<file path="config.mk">
export PLATFORM = sky130hd
export DESIGN_NAME = ifu_issue_buffer
export DESIGN_NICKNAME = d
export VERILOG_FILES = /design/src/ifu_pkg.sv /design/src/inst_queue.sv /design/src/delayslot_tracker.sv /design/src/issue_select.sv /design/src/ifu_issue_buffer.sv
export SDC_FILE = /design/constraint.sdc
export NUM_CORES = 2
export LEC_CHECK = 0
export BUFFER_PORTS_ARGS = -buffer_cell sky130_fd_sc_hd__buf_2
export CELL_PAD_IN_SITES_DETAIL_PLACEMENT = 0
export CELL_PAD_IN_SITES_GLOBAL_PLACEMENT = 1
export CORE_MARGIN = 4
export CORE_UTILIZATION = 25
export CTS_CLUSTER_DIAMETER = 40
export DETAILED_ROUTE_END_ITERATION = 16
export GPL_TIMING_DRIVEN = 0
export PLACE_DENSITY_LB_ADDON = 0.1
export SLEW_MARGIN = 20
export SYNTH_ARGS = -nofsm -noshare
export SYNTH_HDL_FRONTEND = slang
export SYNTH_SLANG_ARGS = --single-unit
</file>
<file path="constraint.sdc">
create_clock -name clk -period 4.7 [get_ports clk]
set_input_delay 0.235 -clock clk [delete_from_list [all_inputs] [get_ports clk]]
set_output_delay 0.235 -clock clk [all_outputs]
set_load 0.01 [all_outputs]
</file>
<file path="src/ifu_pkg.sv">
package ifu_pkg;

    // instruction word as fetched from the icache
    typedef logic [31:0] inst_t;

    // byte address of an instruction
    typedef logic [31:0] pc_t;

    // queue slot index, wraps modulo 16 on its own
    typedef logic [3:0] ptr_t;

    // occupancy 0..16, one bit wider than the index
    typedef logic [4:0] count_t;

    // entries removed per cycle, 0..2
    typedef logic [1:0] pop_t;

    // storage depth of the issue queue
    localparam int QUEUE_DEPTH = 16;

    // full is raised here so a dual write still has room
    // the extra headroom covers the fetch stall latency
    localparam int FULL_LEVEL = 14;

endpackage

</file>
<file path="src/inst_queue.sv">
`timescale 1ns/1ps

module inst_queue import ifu_pkg::*; (
    input  logic   clk,
    input  logic   fifo_rst,
    input  logic   redirect,

    // fetch side, two instructions per cycle at most
    input  logic   write_en1,
    input  logic   write_en2,
    input  inst_t  write_inst1,
    input  inst_t  write_inst2,
    input  pc_t    write_pc1,
    input  pc_t    write_pc2,

    // entries consumed by decode this cycle
    input  pop_t   pop,

    // the two oldest entries
    output inst_t  head_inst0,
    output inst_t  head_inst1,
    output pc_t    head_pc0,
    output pc_t    head_pc1,

    output count_t count,
    output logic   empty,
    output logic   almost_empty,
    output logic   full
);

    // payload storage, instruction and pc kept apart
    inst_t inst_mem [QUEUE_DEPTH];
    pc_t   pc_mem [QUEUE_DEPTH];

    ptr_t  wr_ptr;
    ptr_t  rd_ptr;
    ptr_t  wr_ptr_p1;
    ptr_t  rd_ptr_p1;

    // accepted writes after back-pressure and flush
    logic   accept1;
    logic   accept2;
    count_t wr_num;
    count_t count_next;

    assign wr_ptr_p1 = wr_ptr + ptr_t'(1);
    assign rd_ptr_p1 = rd_ptr + ptr_t'(1);

    // occupancy flags straight from the registered count
    assign empty        = (count == count_t'(0));
    assign almost_empty = (count == count_t'(1));
    assign full         = (count >= count_t'(FULL_LEVEL));

    // fetch stalls on full, so anything offered then is dropped
    // second port only counts together with the first
    always_comb begin
        accept1 = write_en1 && !full && !redirect;
        accept2 = write_en2 && write_en1 && !full && !redirect;
    end

    always_comb begin
        wr_num     = count_t'(accept1) + count_t'(accept2);
        count_next = count + wr_num - count_t'(pop);
    end

    // head reads are combinational, zero latency to decode
    assign head_inst0 = inst_mem[rd_ptr];
    assign head_pc0   = pc_mem[rd_ptr];
    assign head_inst1 = inst_mem[rd_ptr_p1];
    assign head_pc1   = pc_mem[rd_ptr_p1];

    // storage writes, port 1 at wr_ptr and port 2 right after it
    always_ff @(posedge clk) begin
        if (accept1) begin
            inst_mem[wr_ptr] <= write_inst1;
            pc_mem[wr_ptr]   <= write_pc1;
        end
        if (accept2) begin
            inst_mem[wr_ptr_p1] <= write_inst2;
            pc_mem[wr_ptr_p1]   <= write_pc2;
        end
    end

    // write pointer
    always_ff @(posedge clk) begin
        if (fifo_rst || redirect) begin
            wr_ptr <= '0;
        end else if (accept2) begin
            wr_ptr <= wr_ptr + ptr_t'(2);
        end else if (accept1) begin
            wr_ptr <= wr_ptr_p1;
        end
    end

    // read pointer moves by the selector's pop
    // redirect wins over any pop in the same cycle
    always_ff @(posedge clk) begin
        if (fifo_rst || redirect) begin
            rd_ptr <= '0;
        end else begin
            rd_ptr <= rd_ptr + ptr_t'(pop);
        end
    end

    // occupancy, writes and pops in one step
    always_ff @(posedge clk) begin
        if (fifo_rst || redirect) begin
            count <= '0;
        end else begin
            count <= count_next;
        end
    end

endmodule

</file>
<file path="src/delayslot_tracker.sv">
`timescale 1ns/1ps

module delayslot_tracker import ifu_pkg::*; (
    input  logic  clk,
    input  logic  fifo_rst,
    input  logic  redirect,
    input  logic  delay_keep,

    // issue status from decode
    input  logic  read_en1,
    input  logic  read_en2,
    input  logic  master_is_branch,

    // current master slot, looped back from the selector
    input  logic  master_valid,
    input  inst_t master_inst,
    input  pc_t   master_pc,

    // captured delay slot instruction
    output logic  hold_valid,
    output inst_t hold_inst,
    output pc_t   hold_pc,

    output logic  master_in_delayslot
);

    // capture condition for the held instruction
    logic capture;

    // a branch issued alone leaves its slot as the next master
    // branch and slot issued together clear the flag
    always_ff @(posedge clk) begin
        if (fifo_rst) begin
            master_in_delayslot <= 1'b0;
        end else if (read_en1) begin
            master_in_delayslot <= master_is_branch && !read_en2;
        end
    end

    // keep the pending master through the flush
    // only when decode has not taken it yet
    assign capture = redirect && delay_keep && !read_en1 && master_valid;

    // hold valid bit
    always_ff @(posedge clk) begin
        if (fifo_rst) begin
            hold_valid <= 1'b0;
        end else if (capture) begin
            hold_valid <= 1'b1;
        end else if (read_en1) begin
            // released once decode issues it
            hold_valid <= 1'b0;
        end
    end

    // held payload, only meaningful while hold_valid
    always_ff @(posedge clk) begin
        if (capture) begin
            hold_inst <= master_inst;
            hold_pc   <= master_pc;
        end
    end

endmodule

</file>
<file path="src/issue_select.sv">
`timescale 1ns/1ps

module issue_select import ifu_pkg::*; (
    // held delay slot instruction
    input  logic   hold_valid,
    input  inst_t  hold_inst,
    input  pc_t    hold_pc,

    // queue heads and occupancy
    input  inst_t  head_inst0,
    input  pc_t    head_pc0,
    input  inst_t  head_inst1,
    input  pc_t    head_pc1,
    input  count_t count,

    // issue status from decode
    input  logic   read_en1,
    input  logic   read_en2,

    // master slot
    output logic   master_valid,
    output inst_t  master_inst,
    output pc_t    master_pc,

    // slave slot
    output logic   slave_valid,
    output inst_t  slave_inst,
    output pc_t    slave_pc,

    output pop_t   pop
);

    // issue only counts for slots that hold something
    logic take1;
    logic take2;

    always_comb begin
        master_valid = 1'b0;
        master_inst  = '0;
        master_pc    = '0;
        slave_valid  = 1'b0;
        slave_inst   = '0;
        slave_pc     = '0;
        if (hold_valid) begin
            // held instruction goes out alone, queue waits behind it
            master_valid = 1'b1;
            master_inst  = hold_inst;
            master_pc    = hold_pc;
        end else begin
            if (count >= count_t'(1)) begin
                master_valid = 1'b1;
                master_inst  = head_inst0;
                master_pc    = head_pc0;
            end
            if (count >= count_t'(2)) begin
                slave_valid = 1'b1;
                slave_inst  = head_inst1;
                slave_pc    = head_pc1;
            end
        end
    end

    // no pop while the hold register feeds the master slot
    assign take1 = read_en1 && master_valid && !hold_valid;
    assign take2 = read_en2 && slave_valid;

    assign pop = pop_t'(take1) + pop_t'(take2);

endmodule

</file>
<file path="src/ifu_issue_buffer.sv">
`timescale 1ns/1ps

module ifu_issue_buffer import ifu_pkg::*; (
    input  logic  clk,
    input  logic  fifo_rst,

    // fetch side
    input  logic  write_en1,
    input  logic  write_en2,
    input  inst_t write_inst1,
    input  inst_t write_inst2,
    input  pc_t   write_pc1,
    input  pc_t   write_pc2,

    // decode side
    input  logic  read_en1,
    input  logic  read_en2,

    // branch and flush control
    input  logic  master_is_branch,
    input  logic  redirect,
    input  logic  delay_keep,

    output logic  master_valid,
    output inst_t master_inst,
    output pc_t   master_pc,
    output logic  slave_valid,
    output inst_t slave_inst,
    output pc_t   slave_pc,

    output logic  master_in_delayslot,
    output logic  empty,
    output logic  almost_empty,
    output logic  full
);

    // queue to selector
    inst_t  head_inst0;
    pc_t    head_pc0;
    inst_t  head_inst1;
    pc_t    head_pc1;
    count_t count;

    // tracker to selector
    logic   hold_valid;
    inst_t  hold_inst;
    pc_t    hold_pc;

    // selector back to queue
    pop_t   pop;

    inst_queue u_queue (
        .clk          (clk),
        .fifo_rst     (fifo_rst),
        .redirect     (redirect),
        .write_en1    (write_en1),
        .write_en2    (write_en2),
        .write_inst1  (write_inst1),
        .write_inst2  (write_inst2),
        .write_pc1    (write_pc1),
        .write_pc2    (write_pc2),
        .pop          (pop),
        .head_inst0   (head_inst0),
        .head_inst1   (head_inst1),
        .head_pc0     (head_pc0),
        .head_pc1     (head_pc1),
        .count        (count),
        .empty        (empty),
        .almost_empty (almost_empty),
        .full         (full)
    );

    // tracker sees the master slot as decode sees it
    delayslot_tracker u_tracker (
        .clk                 (clk),
        .fifo_rst            (fifo_rst),
        .redirect            (redirect),
        .delay_keep          (delay_keep),
        .read_en1            (read_en1),
        .read_en2            (read_en2),
        .master_is_branch    (master_is_branch),
        .master_valid        (master_valid),
        .master_inst         (master_inst),
        .master_pc           (master_pc),
        .hold_valid          (hold_valid),
        .hold_inst           (hold_inst),
        .hold_pc             (hold_pc),
        .master_in_delayslot (master_in_delayslot)
    );

    issue_select u_select (
        .hold_valid   (hold_valid),
        .hold_inst    (hold_inst),
        .hold_pc      (hold_pc),
        .head_inst0   (head_inst0),
        .head_pc0     (head_pc0),
        .head_inst1   (head_inst1),
        .head_pc1     (head_pc1),
        .count        (count),
        .read_en1     (read_en1),
        .read_en2     (read_en2),
        .master_valid (master_valid),
        .master_inst  (master_inst),
        .master_pc    (master_pc),
        .slave_valid  (slave_valid),
        .slave_inst   (slave_inst),
        .slave_pc     (slave_pc),
        .pop          (pop)
    );

endmodule

</file>
Word-level counts from Yosys, hierarchy flattened
Memories as Yosys holds them, arrays and structs flattened. A register that Yosys moved wholly into a read port is not among the register bits.
Cells that the tools add are included.
- register bits after elaboration: 79
- bits in latches: 0
- RAM bits: 1024
- bits in read-only memories: 0
- output and inout bits: 134
- memories: 2
- memories (name ; words ; width ; rd ports ; clocked after memory_dff ; wr ports ; line ; source):
    u_queue.inst_mem ; 16 ; 32 ; 2 ; 1 ; 2 ; inst_queue.sv:32 ; inst_t inst_mem [QUEUE_DEPTH];
    u_queue.pc_mem ; 16 ; 32 ; 2 ; 1 ; 2 ; inst_queue.sv:33 ; pc_t pc_mem [QUEUE_DEPTH];
- add/sub/neg operators: 8
- $mul: 0
- divide/modulo/power cells: 0
- order comparisons: 3
- equality and inequality tests: 1
- shift-type cells: 0
- mux-type cells: 22
- bitwise operators: 0
- reductions and logical operators: 21
- operator list (cell ; number):
    32-bit 2-to-1 mux ; 8
    4-bit 2-to-1 mux ; 4
    1-bit logical AND ; 12
    1-bit 2-to-1 mux ; 10
    4-bit by 1-bit adder with 4-bit output, second input constant ; 2
    5-bit adder ; 1
    5-bit by 1-bit == test with 1-bit output, second input constant ; 1
    5-bit by 1-bit greater-or-equal comparator with 1-bit output, second input constant ; 1
    5-bit by 2-bit greater-or-equal comparator with 1-bit output, second input constant ; 1
    5-bit by 4-bit greater-or-equal comparator with 1-bit output, second input constant ; 1
    1-bit logical NOT ; 5
    5-bit logical NOT ; 1
    5-bit by 2-bit subtractor with 5-bit output ; 1
    1-bit by 1-bit adder with 2-bit output ; 2
    4-bit by 2-bit adder with 4-bit output ; 1
    4-bit by 2-bit adder with 4-bit output, second input constant ; 1
    2-bit nonzero test ; 2
    1-bit logical OR ; 1

Longest topological paths before layout
- depth after elaboration: 8
- gate-level depth with buffers: 15

Modules after synthesis
From an unflattened synthesis, not the netlist that was laid out.
- cells, all modules: 3941
- area, all modules: 65607.9 sq um
- modules (own cells, without submodules) (module ; times used ; cells each ; area an instance (sq um)):
    inst_queue ; 1 ; 3631 ; 61929.4
    delayslot_tracker ; 1 ; 73 ; 2004.4
    issue_select ; 1 ; 237 ; 1674.1

Least setup slack after synthesis
No wires, ideal clock.
- kind: reg-to-reg
- from: register u_queue.count[4]
- to: memory u_queue.inst_mem[10][0] (netlist bit) (enable)
- arrival: 2.970 ns
- setup slack: 1.309 ns
- stages on the path, launching flop included: 10
- path buffers: 3
- cells stage by stage: dfxtp_1 inv_1 ha_1 a31oi_2 buf_4 nand3_1 nor2_1 buf_2 buf_4 a21o_1
- RTL lines (element ; line ; source):
    from (decl) ; inst_queue.sv:25 ; output count_t count,
    from (signal assigned) ; inst_queue.sv:110 ; count <= count_next;
    to (decl) ; inst_queue.sv:32 ;

==> metrics.csv <==
metric,value,unit
vdd_drop_max,0.3293,mV
finalSetupViolCount,0,
end_kind,output port,
initial_core_util,0.2513,
leakage,28.72,nW
drive_above_1_share,0.5174,
grt_use_total,0.1968,
ff2ff_setup_slack,0.57,ns
routed-via-count,40184,
core_area,0.2539,mm²
period_minus_slack,4.508,ns
arrival,4.27,ns
crit_path_start,u_queue.rd_ptr[2]$_SDFF_PP0_,
rsz0062_at_grt,no,
p_per_area,528.0,mW/mm²
fillers,24791,
ys_warn_count,0,
drtAntennaViolNets,0,
syn-cell-area,0.06380,mm²
regToRegEndpoint,u_queue.pc_mem[11][5]$_DFFE_PP_,
hold_path_depth,2,
fp.dieW,513.2,µm
nNetsFinal,4634,
max-slew-margin-rel,0.1825,
hp-start,delay_keep,
setup-tns-final,0,ns
fp.dieArea,0.2634,mm²
synthesis.nets,3828,
period_share,0.9590,
rows,185,
wirelength,264400,µm
drt_iter0_markers,3182,
tightest_slew,1.226,ns
cts_tree,yes,
cap_viol_max_count,0,
finalHoldViolCount,0,
clock-sinks,1103,
max_stage_delay,0.84,ns
vias_per_cell,4.973,
required,4.47,ns
ys_seq_area_frac,0.5168,
clk_pin_slew,0.04,ns
placed_area,0.07039,mm²
die_h,513.2,µm
hold_class,primary input to flop,
status,completed,
ys_seq_elements,1103,
port_buffers,270,
clk_latency,0.83,ns
ios,271,
antenna_found_initial,27,
synthCells,3667,
fin_skew,0.05467,ns
holdPathEnd,u_tracker.hold_inst[7]$_DFFE_PP_,
post-dp-hpwl,181000,µm
clockBufferDepth,4,
drv_slew,0,
grt_pass1_wl,362400,µm
synth.distinct_cells,47,
grt_overflow,0,
routedWlPerCell,32.73,µm
grt_max_degree,33,
postSynthAreaPerCell,17.40,µm²
area_growth,29.06,%
timing.rr.start,u_queue.count[4]$_SDFF_PP0_,
crit_path_start_kind,flop,
final_area,0.08235,mm²
gp_congestion,0.7468,
cts-htree-levels,5,
postCtsSetupRepairBufs,0,
path_max_fanout,10,
cts_root_buf,clkbuf_16,
reg2reg_depth,12,
path_cells,"inv_2, buf_2, buf_1, mux2i_1, mux2i_1, a22o_1, buf_2",
drtPass1Iterations,5,
timing.fmax,0.2219,GHz
slowest_stage,buf_1,
crit_type,flop to output port,
cts_buffers,298,
grt_pass1_vias,42809,
drc,0,
[metrics by stage]
| step | instances | power, mW | utilization | hold slack (ns) | worst slack (ns) |
|---|---|---|---|---|---|
| floorplan | 3667 | 18.43 | - | 0.3041 | 1.309 |
| global placement | 7303 | 23.38 | 0.2732 | 0.4604 | -2.339 |
| detailed placement | 7340 | 23.42 | 0.2772 | 0.4612 | 0.5681 |
| CTS | 8073 | 44.18 | 0.3242 | 0.08934 | 0.001735 |
| global route | 8076 | 45.20 | 0.3243 | 0.1185 | 0.003057 |
| finish | 8080 | 43.48 | 0.3243 | 0.1400 | 0.1925 |
[placed cells by master, fill, tap and decap left out, types with 64 or more instances in the layout]
cell / netlist / routed
clkbuf_1: 160 / 191
dlygate4sd3_1: 0 / 198
mux2i_1: 320 / 319
mux2_1: 149 / 149
buf_2: 90 / 363
mux4_2: 512 / 512
a22o_1: 64 / 64
buf_4: 101 / 103
edfxtp_1: 1088 / 1088
mux2_2: 875 / 875
clkbuf_16: 0 / 301
[registers in the layout, summed over array words and instances, names as in the netlist]
register / count
u_queue.inst_mem: 512
u_queue.count: 5
u_queue.wr_ptr: 4
u_tracker.hold_pc: 32
u_queue.pc_mem: 512
u_tracker.hold_valid: 1
u_tracker.master_in_delayslot: 1
u_queue.rd_ptr: 4
u_tracker.hold_inst: 32
[how the worst max path moves through the flow]
stage | to | slack (ns) | cells after the start
after floorplan | u_queue.inst_mem[10][0]$_DFFE_PP_ | 1.31 | 9
after global placement | u_queue.inst_mem[10][27]$_DFFE_PP_ | -2.34 | 9
after detailed placement | slave_pc[31] | 0.57 | 9
after CTS | slave_inst[14] | 0.002 | 9
after global routing | slave_pc[28] | 0.003 | 7
final | master_inst[11] | 0.19 | 7
[cell type report]
type	instances	area [µm²]	share of cell area
well taps	3366	4212	0.05114
diodes	6	15.01	0.0001823
plain buffers	423	2515	0.03054
clock buffers	342	7686	0.09334
flip-flops and latches	1103	32970	0.4004
repair buffers	506	4224	0.05130
inverters	14	52.55	0.0006382
clock inverters	193	2201	0.02673
multi-input cells	2127	28470	0.3457
[critical path, delay by kind of cell (launching register included)]
| family | cells | cell delay (ns) |
|---|---|---|
| AOI/OAI and AO/OA | 1 | 0.26 |
| muxes | 2 | 0.73 |
| DFF | 1 | 0.37 |
| buffers and inverters | 4 | 2.06 |
[cells in the mapped netlist (all sizes together)]
master | instances | share of area
o22ai | 64 | 0.0063
o21bai | 2 | 0.00024
or2 | 1 | 0.000098
mux2 | 1024 | 0.18
a21o | 18 | 0.0021
fa | 1 | 0.00031
nor3b | 3 | 0.00035
nand4 | 1 | 0.000098
mux4 | 512 | 0.18
edfxtp | 1088 | 0.51
nand2b | 5 | 0.00049
xnor2 | 5 | 0.00069
and2 | 7 | 0.00069
ha | 23 | 0.0045
and3 | 2 | 0.00020
a22oi | 1 | 0.00012
and3b | 2 | 0.00027
and4b | 1 | 0.00016
a21boi | 1 | 0.00018
mux2i | 320 | 0.050
nor3 | 4 | 0.00047
nand3b | 1 | 0.00012
clkbuf | 160 | 0.0094
nor2b | 9 | 0.00088
or3 | 2 | 0.00020
nand3 | 7 | 0.00055
nand2 | 3 | 0.00018
buf | 263 | 0.029
xor2 | 5 | 0.00069
a31oi | 2 | 0.00029
inv | 14 | 0.00082
dfxtp | 15 | 0.0047
nor4b | 2 | 0.00027
nor2 | 16 | 0.00094
o21ai | 5 | 0.00051
o311a | 1 | 0.00016
a211o | 1 | 0.00014
a21oi | 12 | 0.00094
a22o | 64 | 0.0088
[power breakdown]
part / switching, mW / internal, mW
Clock: 6.50 / 13.8
Combinational: 6.96 / 4.97
Sequential: 0.0946 / 11.2
Total: 13.6 / 29.9
[routing by layer]
| metal | vias to the layer above | part of all wire | routed length, µm | GRT usage |
|---|---|---|---|---|
| li1 | 16981 | - | - | - |
| met2 | 1239 | 0.45 | 119500 | 0.3065 |
| met3 | 371 | 0.051 | 13400 | 0.03408 |
| met1 | 21591 | 0.47 | 125200 | 0.2843 |
| met5 | - | 0.000049 | 13 | 0 |
| met4 | 2 | 0.024 | 6328 | 0.04684 |
[repair_timing]
action                                 4_1_cts  5_1_grt
hold buffers                               198        0
resized for setup                           13        3
endpoints found under the hold margin      391        0
pin swaps                                    0        0
setup endpoints to repair                   32        9
[cells by family (layout without fill, tap and decap cells)]
| group | count (synthesis) | in the layout | share of synthesized area |
|---|---|---|---|
| mux | 1856 | 1856 | 0.4117 |
| simple gates | 66 | 66 | 0.005962 |
| fa+ha+maj | 24 | 24 | 0.004824 |
| buf+inv | 437 | 1478 | 0.03965 |
| xor+xnor | 10 | 10 | 0.001373 |
| flops | 1103 | 1103 | 0.5168 |
| compound gates | 171 | 171 | 0.01975 |
| other cells | 0 | 6 | 0 |
Note: power is estimated with default switching activity, not from simulation.
